`src/bmd_tx_pkg.sv`:
```
// Shared widths, format codes and packed types for the bmd_tx transmit engine.
// Every module imports this package inside its body. Port types in module
// headers use package-scoped names.

package bmd_tx_pkg;

    //------------------------------
    // Widths
    //------------------------------
    localparam int DATA_W     = 64;   // Link beat
    localparam int LEN_W      = 10;   // Payload length in DW
    localparam int BUF_ADDR_W = 8;    // Position buffer depth 256
    localparam int RD_ADDR_W  = 7;    // PIO memory DW address
    localparam int CNT_W      = 16;   // Write packet counter

    //------------------------------
    // TLP format and type codes
    //------------------------------
    localparam logic [6:0] FMT_CPLD  = 7'b10_01010;  // Completion with data
    localparam logic [6:0] FMT_MWR64 = 7'b11_00000;  // 4DW header memory write

    // One link beat with framing
    typedef struct packed {
        logic [DATA_W-1:0] data;
        logic              sof;
        logic              eof;
    } tlp_beat_t;

    // PIO read request fields, held stable until the completion is done
    typedef struct packed {
        logic [2:0]       tc;
        logic             td;
        logic             ep;
        logic [1:0]       attr;
        logic [LEN_W-1:0] len;
        logic [15:0]      rid;
        logic [7:0]       tag;
        logic [3:0]       be;
        logic [10:0]      addr;   // Byte address
    } cpl_req_t;

    typedef struct packed {
        logic [11:0] byte_count;
        logic [6:0]  lower_addr;
    } cpl_calc_t;

    // Write run settings, static while a run is active
    typedef struct packed {
        logic [LEN_W-1:0] len;
        logic [3:0]       fbe;
        logic [3:0]       lbe;
        logic [31:0]      addr;
        logic [7:0]       up_addr;
        logic [CNT_W-1:0] count;
        logic [2:0]       tc;
        logic             relaxed_order;
        logic             no_snoop;
    } mwr_cfg_t;

    // Per-packet header fields
    typedef struct packed {
        logic [31:0] addr;
        logic [7:0]  tag;
    } mwr_hdr_t;

    typedef enum logic [2:0] {
        ST_IDLE,
        ST_CPLD_QW1,
        ST_CPLD_WAIT,
        ST_MWR_QW1,
        ST_MWR_QWN
    } tx_state_e;

endpackage

```
`src/cpl_byte_calc.sv`:
```
// Completion byte count and lower address from the PIO read byte enables.
// Purely combinational, feeds the CplD header fields.

`timescale 1ns/1ps

module cpl_byte_calc (
    input  logic [3:0]            be_i,
    input  logic [6:0]            addr_i,   // Low byte address bits
    output bmd_tx_pkg::cpl_calc_t calc_o
);
    import bmd_tx_pkg::*;

    logic [1:0] first_idx;

    // Byte count from the span between first and last enable
    always_comb begin
        casez (be_i)
            4'b1??1: calc_o.byte_count = 12'd4;
            4'b01?1: calc_o.byte_count = 12'd3;
            4'b1?10: calc_o.byte_count = 12'd3;
            4'b0011: calc_o.byte_count = 12'd2;
            4'b0110: calc_o.byte_count = 12'd2;
            4'b1100: calc_o.byte_count = 12'd2;
            default: calc_o.byte_count = 12'd1;   // Single byte or none
        endcase
    end

    // Index of the lowest enabled byte
    always_comb begin
        casez (be_i)
            4'b???1: first_idx = 2'd0;
            4'b??10: first_idx = 2'd1;
            4'b?100: first_idx = 2'd2;
            4'b1000: first_idx = 2'd3;
            default: first_idx = 2'd0;
        endcase
    end

    assign calc_o.lower_addr = {addr_i[6:2], first_idx};

endmodule

```
`src/xy_buf_reader.sv`:
```
// In-order reader for the 256-entry position buffer.
// Holds the next payload word byte-reversed; a pop consumes it and the
// following word is latched on the same edge.

`timescale 1ns/1ps

module xy_buf_reader (
    input  logic                              clk,
    input  logic                              rst_n,
    input  logic                              init_rst_i,
    input  logic                              pop_i,
    output logic [bmd_tx_pkg::BUF_ADDR_W-1:0] xy_buf_addr_o,
    input  logic [bmd_tx_pkg::DATA_W-1:0]     xy_buf_dat_i,
    output logic [bmd_tx_pkg::DATA_W-1:0]     payload_o
);
    import bmd_tx_pkg::*;

    logic [BUF_ADDR_W-1:0] rd_ptr_q;     // Address of the word to load next
    logic                  primed_q;     // payload_q holds a valid word
    logic                  load;
    logic [DATA_W-1:0]     dat_rev;
    logic [DATA_W-1:0]     payload_q;

    // Refill after a pop, or once after reset to prefetch word 0
    assign load = pop_i || !primed_q;

    // Next address is always on the bus so a pop can latch it at once
    assign xy_buf_addr_o = rd_ptr_q;

    assign dat_rev = {<<8{xy_buf_dat_i}};   // Byte swap toward the link

    always_ff @(posedge clk) begin
        if (!rst_n || init_rst_i) begin
            rd_ptr_q <= '0;
            primed_q <= 1'b0;
        end else if (load) begin
            rd_ptr_q <= rd_ptr_q + 1'b1;     // Wraps at 256
            primed_q <= 1'b1;
        end
    end

    always_ff @(posedge clk) begin
        if (load) begin
            payload_q <= dat_rev;
        end
    end

    assign payload_o = payload_q;

    // Sequencer must be idle while the read position is being cleared
    a_no_pop_in_init: assert property (
        @(posedge clk) disable iff (!rst_n)
        init_rst_i |-> !pop_i
    );

endmodule

```
`src/mwr_dma_ctrl.sv`:
```
// Write run tracker.
// Counts sent memory-write packets and supplies the address and tag of the
// packet about to go out. Sets the done flag after the last one.

`timescale 1ns/1ps

module mwr_dma_ctrl (
    input  logic                  clk,
    input  logic                  rst_n,
    input  logic                  init_rst_i,
    input  bmd_tx_pkg::mwr_cfg_t  cfg_i,
    input  logic                  ext_tag_en_i,
    input  logic                  pkt_sent_i,
    output bmd_tx_pkg::mwr_hdr_t  hdr_o,
    output logic                  done_o
);
    import bmd_tx_pkg::*;

    logic [CNT_W-1:0] cnt_q;        // Packets sent in this run
    logic [31:0]      prev_addr_q;  // Address of the last sent packet
    logic             done_q;
    logic [23:0]      len_bytes;
    logic [31:0]      next_addr;
    logic             last_pkt;

    //------------------------------
    // Current packet fields
    //------------------------------

    assign len_bytes = 24'({cfg_i.len, 2'b00});

    // Step only the low 24 bits, upper byte stays fixed
    assign next_addr = {prev_addr_q[31:24], prev_addr_q[23:0] + len_bytes};

    always_comb begin
        if (cnt_q == '0) begin
            hdr_o.addr = cfg_i.addr;
        end else begin
            hdr_o.addr = next_addr;
        end
    end

    // Short tags when the extended tag field is disabled
    assign hdr_o.tag = ext_tag_en_i ? cnt_q[7:0] : {3'b000, cnt_q[4:0]};

    assign last_pkt = (cnt_q == cfg_i.count - CNT_W'(1));

    //------------------------------
    // Run state
    //------------------------------

    always_ff @(posedge clk) begin
        if (!rst_n || init_rst_i) begin
            cnt_q       <= '0;
            prev_addr_q <= '0;
            done_q      <= 1'b0;
        end else if (pkt_sent_i) begin
            prev_addr_q <= hdr_o.addr;
            if (last_pkt) begin
                cnt_q  <= '0;
                done_q <= 1'b1;         // Held until init reset
            end else begin
                cnt_q <= cnt_q + 1'b1;
            end
        end
    end

    assign done_o = done_q;

endmodule

```
`src/tx_sequencer.sv`:
```
// Transmit FSM of the engine.
// Picks a pending completion or write in idle, builds every beat in the
// output register and moves on only when the link takes the beat.

`timescale 1ns/1ps

module tx_sequencer (
    input  logic                          clk,
    input  logic                          rst_n,
    input  logic                          init_rst_i,
    input  logic                          req_compl_i,
    input  bmd_tx_pkg::cpl_req_t          cpl_req_i,
    input  bmd_tx_pkg::cpl_calc_t         cpl_calc_i,
    input  logic [31:0]                   rd_data_i,
    input  logic [15:0]                   completer_id_i,
    input  logic                          mwr_start_i,
    input  bmd_tx_pkg::mwr_cfg_t          mwr_cfg_i,
    input  bmd_tx_pkg::mwr_hdr_t          mwr_hdr_i,
    input  logic                          mwr_done_i,
    input  logic [bmd_tx_pkg::DATA_W-1:0] payload_i,
    output logic                          pop_o,
    output logic                          pkt_sent_o,
    output logic                          compl_done_o,
    output bmd_tx_pkg::tlp_beat_t         tx_beat_o,
    output logic                          tx_valid_o,
    input  logic                          tx_ready_i
);
    import bmd_tx_pkg::*;

    tx_state_e         state_q;
    tlp_beat_t         tx_beat_q;
    logic              tx_valid_q;
    logic              req_compl_q;
    logic              cpl_served_q;   // Request answered and not yet dropped
    logic              compl_done_q;
    logic [LEN_W-1:0]  dw_left_q;      // Payload DWs not yet loaded
    logic              xfer;
    logic              cpl_pend;
    logic              mwr_pend;
    logic [3:0]        mwr_lbe;
    logic [DATA_W-1:0] cpld_qw0;
    logic [DATA_W-1:0] cpld_qw1;
    logic [DATA_W-1:0] mwr_qw0;
    logic [DATA_W-1:0] mwr_qw1;

    assign xfer     = tx_valid_q && tx_ready_i;
    assign cpl_pend = req_compl_q && !cpl_served_q;
    assign mwr_pend = mwr_start_i && !mwr_done_i;

    //------------------------------
    // Header beats
    //------------------------------

    assign cpld_qw0 = {1'b0, FMT_CPLD, 1'b0,
                       cpl_req_i.tc, 4'b0000, cpl_req_i.td, cpl_req_i.ep,
                       cpl_req_i.attr, 2'b00, cpl_req_i.len,
                       completer_id_i, 4'b0000, cpl_calc_i.byte_count};

    assign cpld_qw1 = {cpl_req_i.rid, cpl_req_i.tag, 1'b0,
                       cpl_calc_i.lower_addr, rd_data_i};

    assign mwr_lbe = (mwr_cfg_i.len == LEN_W'(1)) ? 4'b0000 : mwr_cfg_i.lbe;

    assign mwr_qw0 = {1'b0, FMT_MWR64, 1'b0,
                      mwr_cfg_i.tc, 6'b000000, mwr_cfg_i.relaxed_order,
                      mwr_cfg_i.no_snoop, 2'b00, mwr_cfg_i.len,
                      completer_id_i, mwr_hdr_i.tag, mwr_lbe, mwr_cfg_i.fbe};

    assign mwr_qw1 = {24'h000000, mwr_cfg_i.up_addr, mwr_hdr_i.addr[31:2], 2'b00};

    //------------------------------
    // Beat FSM
    //------------------------------

    always_ff @(posedge clk) begin
        if (!rst_n || init_rst_i) begin
            state_q      <= ST_IDLE;
            tx_beat_q    <= '0;
            tx_valid_q   <= 1'b0;
            req_compl_q  <= 1'b0;
            cpl_served_q <= 1'b0;
            compl_done_q <= 1'b0;
            dw_left_q    <= '0;
        end else begin
            req_compl_q  <= req_compl_i;
            compl_done_q <= 1'b0;
            if (!req_compl_q) begin
                cpl_served_q <= 1'b0;
            end

            case (state_q)
                ST_IDLE: begin
                    if (cpl_pend) begin                 // Completions win
                        tx_beat_q  <= '{data: cpld_qw0, sof: 1'b1, eof: 1'b0};
                        tx_valid_q <= 1'b1;
                        state_q    <= ST_CPLD_QW1;
                    end else if (mwr_pend) begin
                        tx_beat_q  <= '{data: mwr_qw0, sof: 1'b1, eof: 1'b0};
                        tx_valid_q <= 1'b1;
                        dw_left_q  <= mwr_cfg_i.len;
                        state_q    <= ST_MWR_QW1;
                    end
                end
                ST_CPLD_QW1: begin
                    if (xfer) begin
                        tx_beat_q <= '{data: cpld_qw1, sof: 1'b0, eof: 1'b1};
                        state_q   <= ST_CPLD_WAIT;
                    end
                end
                ST_CPLD_WAIT: begin
                    if (xfer) begin
                        tx_valid_q   <= 1'b0;
                        compl_done_q <= 1'b1;
                        cpl_served_q <= 1'b1;
                        state_q      <= ST_IDLE;
                    end
                end
                ST_MWR_QW1: begin
                    if (xfer) begin
                        tx_beat_q <= '{data: mwr_qw1, sof: 1'b0, eof: 1'b0};
                        state_q   <= ST_MWR_QWN;
                    end
                end
                ST_MWR_QWN: begin
                    if (xfer && tx_beat_q.eof) begin   // Last payload beat gone
                        tx_valid_q <= 1'b0;
                        state_q    <= ST_IDLE;
                    end else if (xfer) begin
                        tx_beat_q <= '{data: payload_i, sof: 1'b0,
                                       eof: (dw_left_q == LEN_W'(2))};
                        dw_left_q <= dw_left_q - LEN_W'(2);
                    end
                end
                default: state_q <= ST_IDLE;
            endcase
        end
    end

    // Strobes to the reader and the run tracker
    assign pop_o      = xfer && (state_q == ST_MWR_QWN) && !tx_beat_q.eof;
    assign pkt_sent_o = xfer && (state_q == ST_MWR_QWN) && tx_beat_q.eof;

    assign compl_done_o = compl_done_q;
    assign tx_beat_o    = tx_beat_q;
    assign tx_valid_o   = tx_valid_q;

    // Link holds beat and valid while the sink stalls
    a_stall_stable: assert property (
        @(posedge clk) disable iff (!rst_n)
        (tx_valid_q && !tx_ready_i && !init_rst_i) |=>
            (tx_valid_q && $stable(tx_beat_q))
    );

    // A beat that follows a non-final transfer never opens a packet
    a_sof_first_only: assert property (
        @(posedge clk) disable iff (!rst_n)
        (xfer && !tx_beat_q.eof) |=> !(tx_valid_q && tx_beat_q.sof)
    );

endmodule

```
`src/bmd_tx_top.sv`:
```
// Top level of the bus-master transmit engine.
// Connects byte count logic, position buffer reader, write run tracker and
// the beat FSM to the PIO, buffer and link ports.

`timescale 1ns/1ps

module bmd_tx_top (
    input  logic                              clk,
    input  logic                              rst_n,
    input  logic                              init_rst_i,
    // PIO completion
    input  logic                              req_compl_i,
    input  bmd_tx_pkg::cpl_req_t              cpl_req_i,
    output logic                              compl_done_o,
    output logic [bmd_tx_pkg::RD_ADDR_W-1:0]  rd_addr_o,
    output logic [3:0]                        rd_be_o,
    input  logic [31:0]                       rd_data_i,
    // Write run
    input  logic                              mwr_start_i,
    input  bmd_tx_pkg::mwr_cfg_t              mwr_cfg_i,
    input  logic                              cfg_ext_tag_en_i,
    input  logic [15:0]                       completer_id_i,
    output logic                              mwr_done_o,
    // Position buffer
    output logic [bmd_tx_pkg::BUF_ADDR_W-1:0] xy_buf_addr_o,
    input  logic [bmd_tx_pkg::DATA_W-1:0]     xy_buf_dat_i,
    // Link
    output bmd_tx_pkg::tlp_beat_t             tx_beat_o,
    output logic                              tx_valid_o,
    input  logic                              tx_ready_i
);
    import bmd_tx_pkg::*;

    cpl_calc_t         cpl_calc;
    mwr_hdr_t          mwr_hdr;
    logic [DATA_W-1:0] payload;
    logic              pop;
    logic              pkt_sent;

    assign rd_addr_o = cpl_req_i.addr[RD_ADDR_W+1:2];   // DW address
    assign rd_be_o   = cpl_req_i.be;

    cpl_byte_calc u_cpl_byte_calc (
        .be_i   (cpl_req_i.be),
        .addr_i (cpl_req_i.addr[6:0]),
        .calc_o (cpl_calc)
    );

    xy_buf_reader u_xy_buf_reader (
        .clk           (clk),
        .rst_n         (rst_n),
        .init_rst_i    (init_rst_i),
        .pop_i         (pop),
        .xy_buf_addr_o (xy_buf_addr_o),
        .xy_buf_dat_i  (xy_buf_dat_i),
        .payload_o     (payload)
    );

    mwr_dma_ctrl u_mwr_dma_ctrl (
        .clk          (clk),
        .rst_n        (rst_n),
        .init_rst_i   (init_rst_i),
        .cfg_i        (mwr_cfg_i),
        .ext_tag_en_i (cfg_ext_tag_en_i),
        .pkt_sent_i   (pkt_sent),
        .hdr_o        (mwr_hdr),
        .done_o       (mwr_done_o)
    );

    tx_sequencer u_tx_sequencer (
        .clk            (clk),
        .rst_n          (rst_n),
        .init_rst_i     (init_rst_i),
        .req_compl_i    (req_compl_i),
        .cpl_req_i      (cpl_req_i),
        .cpl_calc_i     (cpl_calc),
        .rd_data_i      (rd_data_i),
        .completer_id_i (completer_id_i),
        .mwr_start_i    (mwr_start_i),
        .mwr_cfg_i      (mwr_cfg_i),
        .mwr_hdr_i      (mwr_hdr),
        .mwr_done_i     (mwr_done_o),
        .payload_i      (payload),
        .pop_o          (pop),
        .pkt_sent_o     (pkt_sent),
        .compl_done_o   (compl_done_o),
        .tx_beat_o      (tx_beat_o),
        .tx_valid_o     (tx_valid_o),
        .tx_ready_i     (tx_ready_i)
    );

endmodule

```
`config.mk`:
```
export PLATFORM = sky130hd
export DESIGN_NAME = bmd_tx_top
export DESIGN_NICKNAME = d
export VERILOG_FILES = /design/src/bmd_tx_pkg.sv /design/src/cpl_byte_calc.sv /design/src/xy_buf_reader.sv /design/src/mwr_dma_ctrl.sv /design/src/tx_sequencer.sv /design/src/bmd_tx_top.sv
export SDC_FILE = /design/constraint.sdc
export NUM_CORES = 1
export LEC_CHECK = 0
export BUFFER_PORTS_ARGS = -buffer_cell sky130_fd_sc_hd__buf_2
export CAP_MARGIN = 30
export CORE_UTILIZATION = 50
export CTS_CLUSTER_SIZE = 10
export DETAILED_ROUTE_END_ITERATION = 16
export GPL_TIMING_DRIVEN = 0
export PLACE_DENSITY = 0.86
export SYNTH_ARGS = -nofsm -noshare
export SYNTH_HDL_FRONTEND = slang
export SYNTH_SLANG_ARGS = --single-unit
```
`constraint.sdc`:
```
create_clock -name clk -period 4.9 [get_ports clk]
set_input_delay 0.245 -clock clk [delete_from_list [all_inputs] [get_ports clk]]
set_output_delay 0.245 -clock clk [all_outputs]
set_load 0.02 [all_outputs]
```
==> results.md <==
- **register share of total power** 43.4%
- **Final min period** 3.578 ns
- **Post-synth EDFFs** 64
- **final setup vio count** 0
- **worst hold-check path type** in -> reg
- **post-synthesis register bit count** 203
- **routed length per placed instance** 24.29 um
- **total number of H-tree levels** 1
- **global-route wire length before repair** 70230 um
- **Worst EP arrival** 4.07 ns
- **fmax** 279.5 MHz
- **antenna violations before repair** 0
- **transition time of the tightest slew-check pin** 1.096 ns
- **Worst slew margin** 26.65%
- **GPL Wtd Cong** 0.9594
- **horizontal die dimension** 149.0 um
- **result of the run** complete, no violations
- **total power divided by cell area** 299.4 mW/mm2
- **IR drop worst, VDD** 0.2987 mV
- **fraction of the core area covered by cells at the end of the flow** 67.62%
- **CP most frequent cell** sky130_fd_sc_hd__clkbuf_1
- **Root Driver** sky130_fd_sc_hd__clkbuf_16
- **mean instance size in the synthesized netlist** 8.620 um2
- **violation count after the first detailed-route iteration** 1867
- **Initial Utilization** 51.22%
- **ordered list of cells on the worst path** clkbuf_1 > nand2b_1 > nand2_1 > clkbuf_1 > nor2_1 > clkbuf_1 > nand2_1 > nand3_1 > o21ai_0 > nor2_1
- **clock latency at the later pin of the worst-skew pair** 0.56 ns
- **final count of hold timing violations** 0
- **maximum number of pins on one net before global-route repair** 57
- **placed wire-length estimate after detailed placement** 33730 um
- **setup repair after global routing missed its margin** false
- **worst setup path class** reg -> reg
- **net load switching power** 1.254 mW
- **portion of total power attributed to combinational logic** 17.2%
- **Worst EP required** 5.39 ns
- **buffers inserted during post-CTS setup optimization** 0
- **Layout Cells excl Fill** 1977
- **number of remaining DRC errors** 0
- **die area** 0.02219 mm2
- **Final period util** 73.03%
- **count of TritonRoute iterations in the first routing pass** 9
- **Critical Path End Type** flip-flop
- **Area growth syn-to-layout** 32.03%
- **Max stage delay cell, worst path** sky130_fd_sc_hd__clkbuf_1
- **count of final max-slew check failures** 0
- **Total GRT Usage** 41.96%
- **post-layout total power** 4.269 mW
- **max incr delay on CP** 0.85 ns
- **residual antenna-violating net count after detailed routing** 0
- **clock power share** 39.5%
- **final net count** 1954
- **critical path startpoint category** flip-flop
- **cts-stage hold buffer count** 69
- **number of clock buffers inserted by TritonCTS** 24
- **Max Clock Skew** 0.03581 ns
- **post-cts resize count** 0
- **crit-path max FO** 10
- **kind of cell adding the most delay to the critical path** simple AND/OR/NAND/NOR gates
- **cell count after synthesis** 1253
- **switching portion of total power** 29.37%
- **internal power contribution** 3.015 mW
- **Core Box Area** 0.02109 mm2
- **unique cell type count in the Yosys netlist** 77
- **via total after detailed routing** 12780
- **CTS clock-pin slew for the worst setup and hold paths** 0.06 ns
- **number of ports placed on the die boundary** 342
- **PortBufs** 333
- **fraction of registers with async set or reset after synthesis** 0%
- **placed insts** 1864
- **setup TNS** 0 ns
- **leading register cell type out of synthesis** sky130_fd_sc_hd__dfxtp_1
- **site row count** 53
- **vias in the first global route** 12190
- **GRT Residual Overflow** 0
- **clk buf depth** 3
- **Hold Worst Slack** 0.01602 ns
- **clock tree from TritonCTS** done
- **Maximum Capacitance Violations** 0
- **per-cell via count in the routed design** 6.465
- **proportion of synthesized chip area in sequential cells** 43.56%
- **number of sinks handled by clock tree synthesis** 203
- **share of layout cells above drive strength 1** 23.53%
- **synthesized netlist net count** 1523
- **Buf+Inv Stages, Crit Path** 3
- **number of warning messages in the yosys log** 0
- **leakage power total** 5.855 nW
- **final wirelength** 48030 um
- **number of fillers in the final layout** 1717
- **post-synthesis cell area** 0.01080 mm2
- **die height** 149.0 um
cells by family after synthesis:
family / Yosys count / share of synthesized area, %
AOI/OAI and AO/OA: 355 / 22.34
and+or+nand+nor: 477 / 20.89
DFF: 203 / 43.56
adders and majority gates: 16 / 1.923
muxes: 24 / 2.271
xor gates and xnor gates: 50 / 4.055
buffers and inverters: 128 / 4.970
synthesized netlist by cell type, drive strengths merged (5+ instances only):
| library cell | number | share of area (%) |
|---|---|---|
| nand3 | 38 | 1.8 |
| nand2b | 7 | 0.41 |
| a311oi | 7 | 0.57 |
| edfxtp | 64 | 18 |
| o211ai | 12 | 0.83 |
| xnor2 | 23 | 1.9 |
| nor3 | 52 | 2.4 |
| o31ai | 5 | 0.35 |
| xor2 | 27 | 2.2 |
| dfxtp | 139 | 26 |
| a32oi | 5 | 0.41 |
| clkbuf | 83 | 2.9 |
| inv | 17 | 0.59 |
| ha | 15 | 1.7 |
| a22oi | 11 | 0.76 |
| o22ai | 6 | 0.35 |
| a211oi | 29 | 2.0 |
| o21a | 10 | 0.70 |
| mux2i | 20 | 1.9 |
| nor2 | 160 | 5.6 |
| a221oi | 28 | 2.3 |
| nand3b | 5 | 0.35 |
| and3 | 12 | 0.70 |
| nor2b | 11 | 0.64 |
| nand2 | 123 | 4.3 |
| o21ai | 77 | 3.6 |
| nor4 | 13 | 0.89 |
| a21oi | 75 | 3.5 |
| a31oi | 27 | 1.6 |
| a2111oi | 8 | 0.65 |
| or3 | 7 | 0.41 |
| a222oi | 20 | 1.9 |
| nand4 | 18 | 1.1 |
| buf | 27 | 1.5 |
worst reg2reg max path, delay by kind of cell (launching register included):
kind | cells | cell delay, ns
and+or+nand+nor | 6 | 1.59
buffers and inverters | 3 | 1.48
DFF | 1 | 0.34
AOI/OAI and AO/OA | 1 | 0.10
layout by cell type (no fill, tap or decap), types with 27 or more instances in the layout:
cell type,instances
sky130_fd_sc_hd__buf_2,340
sky130_fd_sc_hd__o21ai_0,74
sky130_fd_sc_hd__nand2_1,122
sky130_fd_sc_hd__nand3_1,38
sky130_fd_sc_hd__nor2_1,160
sky130_fd_sc_hd__a221oi_1,28
sky130_fd_sc_hd__a21oi_1,75
sky130_fd_sc_hd__dfxtp_1,139
sky130_fd_sc_hd__a211oi_1,29
sky130_fd_sc_hd__dlygate4sd3_1,69
sky130_fd_sc_hd__a31oi_1,27
sky130_fd_sc_hd__clkbuf_1,98
sky130_fd_sc_hd__xor2_1,27
sky130_fd_sc_hd__edfxtp_1,64
sky130_fd_sc_hd__nor3_1,52
per-layer routing:
| layer | GRT usage, % | vias up | share of wire [%] |
|---|---|---|---|
| met2 | 67.26 | 1101 | 45 |
| met3 | 12.29 | 263 | 14 |
| met4 | 23.42 | 0 | 6.4 |
| met1 | 50.35 | 5894 | 35 |
| met5 | 0 | - | 0 |
| li1 | - | 5524 | - |
registers in the layout, summed over array words and instances (netlist names), 3 cells and up:
register                       cells
u_mwr_dma_ctrl.cnt_q              16
u_mwr_dma_ctrl.prev_addr_q        30
u_tx_sequencer.dw_left_q          10
u_tx_sequencer.state_q             3
u_tx_sequencer.tx_beat_o          66
u_xy_buf_reader.payload_o         64
u_xy_buf_reader.xy_buf_addr_o      8
power groups by stage:
stage	Sequential [mW]	Combinational, mW	Clock (mW)
floorplan	1.91	0.300	0
global placement	1.88	0.633	0
detailed placement	1.88	0.646	0
CTS	1.84	0.694	1.66
global route	1.85	0.770	1.73
finish	1.85	0.733	1.69
layout make-up:
class | count | area [um2] | area share, %
diodes | 2 | 5.005 | 0.03510
plain buffers | 110 | 469.2 | 3.290
clock buffers | 40 | 670.6 | 4.703
clock inverters | 2 | 35.03 | 0.2457
inverters | 18 | 67.56 | 0.4738
multi-input cells | 922 | 5567 | 39.04
flip-flops and latches | 203 | 4705 | 32.99
well taps | 275 | 344.1 | 2.413
repair buffers | 405 | 2397 | 16.81
path summary, 6_finish.rpt:
kind	start	to	slack, ns	cells after the start
max	u_tx_sequencer.state_q[2]$_SDFFE_PP0P_	u_tx_sequencer.tx_beat_o[43]$_SDFFE_PP0P_	1.32	10
min	cpl_req_i[33]	u_tx_sequencer.tx_beat_o[60]$_SDFFE_PP0P_	0.02	3
max reg2reg	u_tx_sequencer.state_q[2]$_SDFFE_PP0P_	u_tx_sequencer.tx_beat_o[43]$_SDFFE_PP0P_	1.32	10
min reg2reg	u_tx_sequencer.tx_beat_o[34]$_SDFFE_PP0P_	u_tx_sequencer.tx_beat_o[34]$_SDFFE_PP0P_	0.47	2
stage by stage:
stage	area (um2)	worst slack, ns
final	14260	1.322
after global routing	14250	1.210
after CTS	14250	1.658
after detailed placement	12860	1.650
after global placement	12810	0.2218
after floorplan	10800	1.313
Power figures use the tool's default switching activity.
